### config.mk
export PLATFORM = sky130hd
export DESIGN_NAME = accum_top
export DESIGN_NICKNAME = d
export VERILOG_FILES = /design/src/design/cmd_pkg.sv /design/src/design/rsp_pkg.sv /design/src/design/accum_engine.sv /design/src/design/accum_top.sv /design/src/design/scfifo.sv
export VERILOG_INCLUDE_DIRS = /design/src /design/src/design
export SDC_FILE = /design/constraint.sdc
export NUM_CORES = 1
export LEC_CHECK = 0
export ABC_AREA = 0
export BUFFER_PORTS_ARGS = -buffer_cell sky130_fd_sc_hd__buf_2
export CAP_MARGIN = 20
export CORE_MARGIN = 2
export CORE_UTILIZATION = 65
export CTS_BUF_LIST = sky130_fd_sc_hd__clkbuf_2 sky130_fd_sc_hd__clkbuf_4 sky130_fd_sc_hd__clkbuf_8
export CTS_CLUSTER_DIAMETER = 60
export DETAILED_ROUTE_END_ITERATION = 10
export GPL_ROUTABILITY_DRIVEN = 0
export PLACE_DENSITY = 0.9
export SKIP_CTS_REPAIR_TIMING = 1
export SYNTH_ARGS = -nofsm -noshare
export SYNTH_HDL_FRONTEND = slang
export SYNTH_SLANG_ARGS = --single-unit
### constraint.sdc
create_clock -name clock -period 6.3 [get_ports clock]
set_clock_uncertainty 0.1 [all_clocks]
set_input_delay 1.575 -clock clock [delete_from_list [all_inputs] [get_ports clock]]
set_output_delay 1.575 -clock clock [all_outputs]
set_load 0.01 [all_outputs]
### src/design/accum_defines.svh
`ifndef ACCUM_DEFINES_SVH
`define ACCUM_DEFINES_SVH

// Command operand, zero-extended into the accumulator
`define ACC_OPERAND_WIDTH 16

// Accumulator and reported value, wraps modulo 2^24
`define ACC_VALUE_WIDTH 24

`define ACC_TAG_WIDTH 8      // Report sequence number, wraps at 256

// Queue depths, powers of two
`define ACC_CMD_DEPTH 8
`define ACC_RSP_DEPTH 4

`endif

### src/design/cmd_pkg.sv
`include "accum_defines.svh"

// Command side of the accumulator

package cmd_pkg;

    // Opcode set of the engine
    typedef enum logic [1:0] {
        op_clear  = 2'd0,    // Accumulator to zero
        op_add    = 2'd1,    // Add operand
        op_sub    = 2'd2,    // Subtract operand
        op_report = 2'd3     // Push accumulator with tag
    } cmd_op_t;

    // Command FIFO payload, 18 bits
    typedef struct packed {
        cmd_op_t                        op;
        logic [`ACC_OPERAND_WIDTH-1:0]  operand;     // Ignored by clear and report
    } cmd_t;

endpackage

### src/design/rsp_pkg.sv
`include "accum_defines.svh"

// Result side of the accumulator

package rsp_pkg;

    // Sequence number of a report
    typedef logic [`ACC_TAG_WIDTH-1:0] tag_t;

    // Result FIFO payload, 32 bits
    typedef struct packed {
        tag_t                         tag;
        logic [`ACC_VALUE_WIDTH-1:0]  value;     // Accumulator at report time
    } rsp_t;

endpackage

### src/design/accum_engine.sv
`timescale 1ns/1ps
`include "accum_defines.svh"

// Two-stage accumulator engine
// Issue pops the command FIFO, execute applies the popped entry a cycle later

module accum_engine (
    input  logic                                 clock,
    input  logic                                 reset,
    input  logic                                 flush,
    input  logic                                 cmd_empty,
    input  cmd_pkg::cmd_t                        cmd_q,
    input  logic [$clog2(`ACC_RSP_DEPTH+1)-1:0]  rsp_usedw,
    output logic                                 cmd_rdreq,
    output logic                                 rsp_wrreq,
    output rsp_pkg::rsp_t                        rsp_data
);

    localparam int USEDW_WIDTH = $clog2(`ACC_RSP_DEPTH + 1);

    logic                          exec_valid;      // cmd_q holds a fresh entry
    logic                          exec_report;
    logic [USEDW_WIDTH:0]          rsp_committed;
    logic [`ACC_VALUE_WIDTH-1:0]   operand_ext;
    logic [`ACC_VALUE_WIDTH-1:0]   acc;
    rsp_pkg::tag_t                 tag;

    // Report sitting in execute, not yet counted by usedw
    assign exec_report = exec_valid && (cmd_q.op == cmd_pkg::op_report);

    // Result slots taken or promised
    assign rsp_committed = {1'b0, rsp_usedw} + (USEDW_WIDTH + 1)'(exec_report);

    // Issue does not look at the opcode, so every pop needs a free result slot
    assign cmd_rdreq = !cmd_empty && !flush && (rsp_committed < `ACC_RSP_DEPTH);

    // Execute stage valid
    always_ff @(posedge clock) begin
        if (reset || flush) begin
            exec_valid <= 1'b0;
        end else begin
            exec_valid <= cmd_rdreq;     // rdreq already implies not empty
        end
    end

    assign operand_ext = `ACC_VALUE_WIDTH'(cmd_q.operand);

    // Accumulator and tag counter
    always_ff @(posedge clock) begin
        if (reset || flush) begin
            acc <= '0;
            tag <= '0;
        end else if (exec_valid) begin
            case (cmd_q.op)
                cmd_pkg::op_clear: begin
                    acc <= '0;
                end
                cmd_pkg::op_add: begin
                    acc <= acc + operand_ext;     // Wraps
                end
                cmd_pkg::op_sub: begin
                    acc <= acc - operand_ext;
                end
                cmd_pkg::op_report: begin
                    tag <= tag + 1'b1;     // Next report number
                end
                default: begin
                    acc <= acc;
                end
            endcase
        end
    end

    // Report carries the value before this edge and the current tag
    assign rsp_wrreq = exec_report;
    assign rsp_data  = '{tag: tag, value: acc};

    // Space reservation at issue must hold by the time the report is written
    assert property (@(posedge clock) disable iff (reset || flush)
        rsp_wrreq |-> (rsp_usedw != USEDW_WIDTH'(`ACC_RSP_DEPTH)))
        else $error("accum_engine: report written into full result FIFO");

endmodule

### src/design/accum_top.sv
`timescale 1ns/1ps
`include "accum_defines.svh"

// Command FIFO -> engine -> result FIFO

module accum_top (
    input  logic                            clock,
    input  logic                            reset,
    input  logic                            flush,
    input  logic                            cmd_wrreq,
    input  cmd_pkg::cmd_op_t                cmd_op,
    input  logic [`ACC_OPERAND_WIDTH-1:0]   cmd_operand,
    input  logic                            rsp_rdreq,
    output logic                            cmd_full,
    output logic                            rsp_empty,
    output rsp_pkg::tag_t                   rsp_tag,
    output logic [`ACC_VALUE_WIDTH-1:0]     rsp_value
);

    cmd_pkg::cmd_t                                cmd_data;
    cmd_pkg::cmd_t                                cmd_q;
    logic                                         cmd_empty;
    logic                                         cmd_rdreq;

    rsp_pkg::rsp_t                                rsp_data;
    rsp_pkg::rsp_t                                rsp_q;
    logic                                         rsp_wrreq;
    logic [$clog2(`ACC_RSP_DEPTH+1)-1:0]          rsp_usedw;

    assign cmd_data = '{op: cmd_op, operand: cmd_operand};

    // Incoming commands
    scfifo #(
        .payload_t (cmd_pkg::cmd_t),
        .DEPTH     (`ACC_CMD_DEPTH)
    ) cmd_fifo (
        .clock (clock),
        .reset (reset),
        .sclr  (flush),
        .data  (cmd_data),
        .wrreq (cmd_wrreq),
        .rdreq (cmd_rdreq),
        .q     (cmd_q),
        .empty (cmd_empty),
        .full  (cmd_full),
        .usedw ()
    );

    accum_engine engine (
        .clock     (clock),
        .reset     (reset),
        .flush     (flush),
        .cmd_empty (cmd_empty),
        .cmd_q     (cmd_q),
        .rsp_usedw (rsp_usedw),
        .cmd_rdreq (cmd_rdreq),
        .rsp_wrreq (rsp_wrreq),
        .rsp_data  (rsp_data)
    );

    // Outgoing reports, full is never needed since the engine reserves space
    scfifo #(
        .payload_t (rsp_pkg::rsp_t),
        .DEPTH     (`ACC_RSP_DEPTH)
    ) rsp_fifo (
        .clock (clock),
        .reset (reset),
        .sclr  (flush),
        .data  (rsp_data),
        .wrreq (rsp_wrreq),
        .rdreq (rsp_rdreq),
        .q     (rsp_q),
        .empty (rsp_empty),
        .full  (),
        .usedw (rsp_usedw)
    );

    assign rsp_tag   = rsp_q.tag;
    assign rsp_value = rsp_q.value;

endmodule

### src/design/scfifo.sv
`timescale 1ns/1ps

// Single-clock FIFO with registered output
// q is loaded at the edge that accepts a read and holds otherwise
// DEPTH is expected to be a power of two

module scfifo #(
    parameter type payload_t = logic [31:0],
    parameter int  DEPTH     = 8
) (
    input  logic                        clock,
    input  logic                        reset,
    input  logic                        sclr,
    input  payload_t                    data,
    input  logic                        wrreq,
    input  logic                        rdreq,
    output payload_t                    q,
    output logic                        empty,
    output logic                        full,
    output logic [$clog2(DEPTH+1)-1:0]  usedw
);

    localparam int ADDR_WIDTH  = (DEPTH > 1) ? $clog2(DEPTH) : 1;
    localparam int PTR_WIDTH   = ADDR_WIDTH + 1;     // Extra wrap bit
    localparam int USEDW_WIDTH = $clog2(DEPTH + 1);

    payload_t                mem [DEPTH];

    logic [PTR_WIDTH-1:0]    wr_ptr;
    logic [PTR_WIDTH-1:0]    rd_ptr;
    logic [PTR_WIDTH-1:0]    wr_ptr_next;
    logic [PTR_WIDTH-1:0]    rd_ptr_next;
    logic [PTR_WIDTH-1:0]    fill_next;
    logic                    wr_en;
    logic                    rd_en;

    // Accepted operations, judged on the current flags
    assign wr_en = wrreq && !full;
    assign rd_en = rdreq && !empty;

    assign wr_ptr_next = wr_ptr + PTR_WIDTH'(wr_en);
    assign rd_ptr_next = rd_ptr + PTR_WIDTH'(rd_en);

    // Occupancy after this edge, wrap bit makes the difference exact
    assign fill_next = wr_ptr_next - rd_ptr_next;

    // Storage
    always_ff @(posedge clock) begin
        if (wr_en) begin
            mem[wr_ptr[ADDR_WIDTH-1:0]] <= data;
        end
    end

    // Pointers and status, flags follow the next pointer state
    always_ff @(posedge clock) begin
        if (reset || sclr) begin
            wr_ptr <= '0;
            rd_ptr <= '0;
            empty  <= 1'b1;
            full   <= 1'b0;
            usedw  <= '0;
        end else begin
            wr_ptr <= wr_ptr_next;
            rd_ptr <= rd_ptr_next;
            empty  <= (fill_next == '0);
            full   <= (fill_next == PTR_WIDTH'(DEPTH));
            usedw  <= USEDW_WIDTH'(fill_next);
        end
    end

    // Registered read data
    always_ff @(posedge clock) begin
        if (reset || sclr) begin
            q <= '0;
        end else if (rd_en) begin
            q <= mem[rd_ptr[ADDR_WIDTH-1:0]];
        end
    end

    // Flags must agree with each other across every sequence of operations
    assert property (@(posedge clock) disable iff (reset)
        !(empty && full))
        else $error("scfifo: empty and full both high");

    // Occupancy never runs past the storage
    assert property (@(posedge clock) disable iff (reset)
        usedw <= USEDW_WIDTH'(DEPTH))
        else $error("scfifo: usedw %0d above depth %0d", usedw, DEPTH);

endmodule

==> results.toml <==
[outcome]
status = "finished clean"

[synth]
synth_area_mm2 = 0.01532
yosysSeqAreaShare_pct = 66.89
synth_common_cells = "edfxtp_1 (272), dfxtp_1 (104), nand2_1 (90)"
synth_top_area_share_pct = 53.30
yosys_warnings = 0
yosysTopAreaCell = "edfxtp_1"
syn_nets = 1089
syn_inst = 1024
synth.distinct_cells = 53
synth_edf_count = 272
synth_seq_cells = 376
synth_area_leaders = "edfxtp_1 (53%), dfxtp_1 (14%), mux4_2 (10%)"
synth_area_per_cell_um2 = 14.96
yosysMostFrequentCell = "edfxtp_1"
async_reset_ff_share_pct = 0
synth_flop_cell = "edfxtp_1"

[sta]
maxSlewHeadroom_pct = 43.88
hold_viol_final = 0
timing.fmax_mhz = 241.4
rsz0062_at_grt = "false"
finalSetupTns_ns = 0
fin_crit_sh_pct = 65.76
min_period_ns = 4.143
tightestPinTransition_ns = 0.8418
setup-violations-final = 0
drv_slew = 0

[detailed_routing]
ant_nets = 0
dr.first_iter.drc_count = 689
wire_per_inst_um = 19.56
via_count = 8614
dr.pass1.iters = 5
drt-total-wl_um = 28930
vias_per_cell = 5.824
drc = 0

[power_and_ir_drop]
power.density_mw_per_mm2 = 299.1
p_leak_nw = 5.945
peakVddDrop_mv = 0.3380

[critical_path]
worstPathArrival_ns = 4.56
cp_max_fo = 7
critPathLaunchType = "register"
required_ns = 6.72
end_kind = "register"
r2r_end = "engine.acc[23]"
rrSetupSlack_ns = 2.16
reg2reg_from = "cmd_fifo.q[4]"
crit_type = "reg -> reg"
reg2reg_depth = 15

[floorplanning]
fp.dieH_um = 157.5
rows = 56
ios = 57
core_mm2 = 0.02333
die_w_um = 157.5
initial_core_util_pct = 65.67
die-area_mm2 = 0.02482

[worst_hold_path]
hold_end = "rsp_fifo.q[9]"
min_from = "rsp_fifo.q[9]"
hold_path_class = "reg -> reg"
worstHoldPathCells = 2

[grt]
grt_pass1_vias = 8789
grt_use_total_pct = 24.19
grt_antenna_before_repair = 1
grt_pass1_wl_um = 45750
grt_overflow = 0
grt_start_max_net_pins = 84

[cts]
clock_latency_ns = 0.58
cts_buffer_depth = 3
h-tree-depth = 2
cts_tree = "done"
cts-root-buf = "clkbuf_8"
cts_sinks = 376
clkTransAtPathRegs_ns = 0.06
cts_buffers = 56

[place]
port-buffer-count = 56
dpl_cell_area_mm2 = 0.01603
dp_hpwl_um = 18300

[flow_run]
drv_cap = 0

[final_layout]
fin_area_mm2 = 0.01725
fill_cells = 1374
synthToLayoutAreaGrowth_pct = 12.55
drive_gt1_share_pct = 22.33
multi_input_area_mm2 = 0.004843
regArea_mm2 = 0.01025
n_antenna_cell = 0
fin_nets = 1178
==> routing by layer <==
metal | wire [um] | global-route usage [%] | share of wire (%) | up-vias
li1 | - | - | - | 4067
met1 | 11540 | 29.93 | 40 | 4205
met2 | 15120 | 42.98 | 52 | 285
met3 | 1577 | 4.515 | 5.5 | 55
met4 | 688 | 8.312 | 2.4 | 2
met5 | 7 | 0 | 0.024 | -
==> cell families after synthesis <==
| group | count (synthesis) | share of synthesized area [%] |
|---|---|---|
| flip-flops | 376 | 66.89 |
| XOR/XNOR | 50 | 2.858 |
| AND/OR/NAND/NOR | 243 | 7.177 |
| adder cells (fa/ha/maj) | 42 | 3.527 |
| multiplexers | 89 | 11.37 |
| buffers and inverters | 70 | 1.739 |
| AO/OA/AOI/OAI | 154 | 6.434 |
==> cell usage in the layout, fill, tap and decap left out, drive strengths merged, types with 24 or more instances in the layout <==
cell / n
nand2: 90
ha: 40
buf: 78
clkbuf: 76
mux4: 68
edfxtp: 272
a21oi: 66
nor2: 84
xnor2: 36
dfxtp: 104
inv: 24
==> power by group <==
part	internal [W]	total, W	leakage [nW]	switching, W
combinational	0.000173	0.000411	2.00	0.000238
clock	0.00120	0.00209	0.643	0.000889
sequential	0.00265	0.00266	3.30	0.00000936
==> worst max-delay path, cell delays in order, from the launching register on <==
cell	delay, ns
dfxtp_1	0.36
or4_4	0.57
nor3_4	0.23
nand2_1	0.09
nor2_1	0.32
a21oi_1	0.15
xnor2_1	0.17
ha_1	0.39
a21oi_1	0.18
o21ai_0	0.16
a22o_1	0.27
a211o_1	0.26
a21oi_1	0.15
nor4bb_1	0.09
or4b_1	0.49
nand3_1	0.10
==> layout make-up <==
| type | instances | share of cell area (%) |
|---|---|---|
| sequential | 376 | 59.45 |
| inverter | 23 | 0.5006 |
| tap | 319 | 2.314 |
| clock inverter | 29 | 1.516 |
| clock buffer | 76 | 5.557 |
| multi-input combinational | 578 | 28.08 |
| timing repair buffer | 78 | 2.583 |
==> how the worst max path moves through the flow <==
stage | slack, ns | end | start | cells after the start
after floorplan | 1.93 | cmd_fifo.empty | flush | 14
after global placement | 1.90 | cmd_fifo.empty | flush | 14
after detailed placement | 1.83 | cmd_fifo.empty | flush | 14
after CTS | 2.24 | engine.acc[23] | cmd_fifo.q[4] | 15
after global routing | 1.91 | engine.acc[23] | cmd_fifo.q[0] | 16
final | 2.16 | engine.acc[23] | cmd_fifo.q[4] | 15
==> state kept, by name (all words and copies together) (netlist names) <==
name,cells
cmd_fifo.wr_ptr,4
rsp_fifo.q,32
rsp_fifo.mem,128
engine.acc,24
rsp_fifo.full,1
rsp_fifo.usedw,3
engine.tag,8
rsp_fifo.rd_ptr,3
cmd_fifo.q,18
rsp_fifo.wr_ptr,3
rsp_fifo.empty,1
cmd_fifo.full,1
cmd_fifo.mem,144
cmd_fifo.rd_ptr,4
engine.exec_valid,1
cmd_fifo.empty,1
==> per-stage QoR <==
stage / total power, W / hold WS (ns) / utilization, % / worst slack, ns / cells
floorplan: 0.003026 / 0.3797 / - / 1.928 / 1024
global placement: 0.003102 / 0.3382 / 68.69 / 1.895 / 1374
detailed placement: 0.003118 / 0.3453 / 68.69 / 1.831 / 1374
CTS: 0.005199 / 0.3537 / 73.92 / 2.243 / 1479
global route: 0.005345 / 0.3783 / 73.92 / 1.906 / 1479
finish: 0.005159 / 0.3504 / 73.92 / 2.157 / 1479
Power figures use the tool's default switching activity.
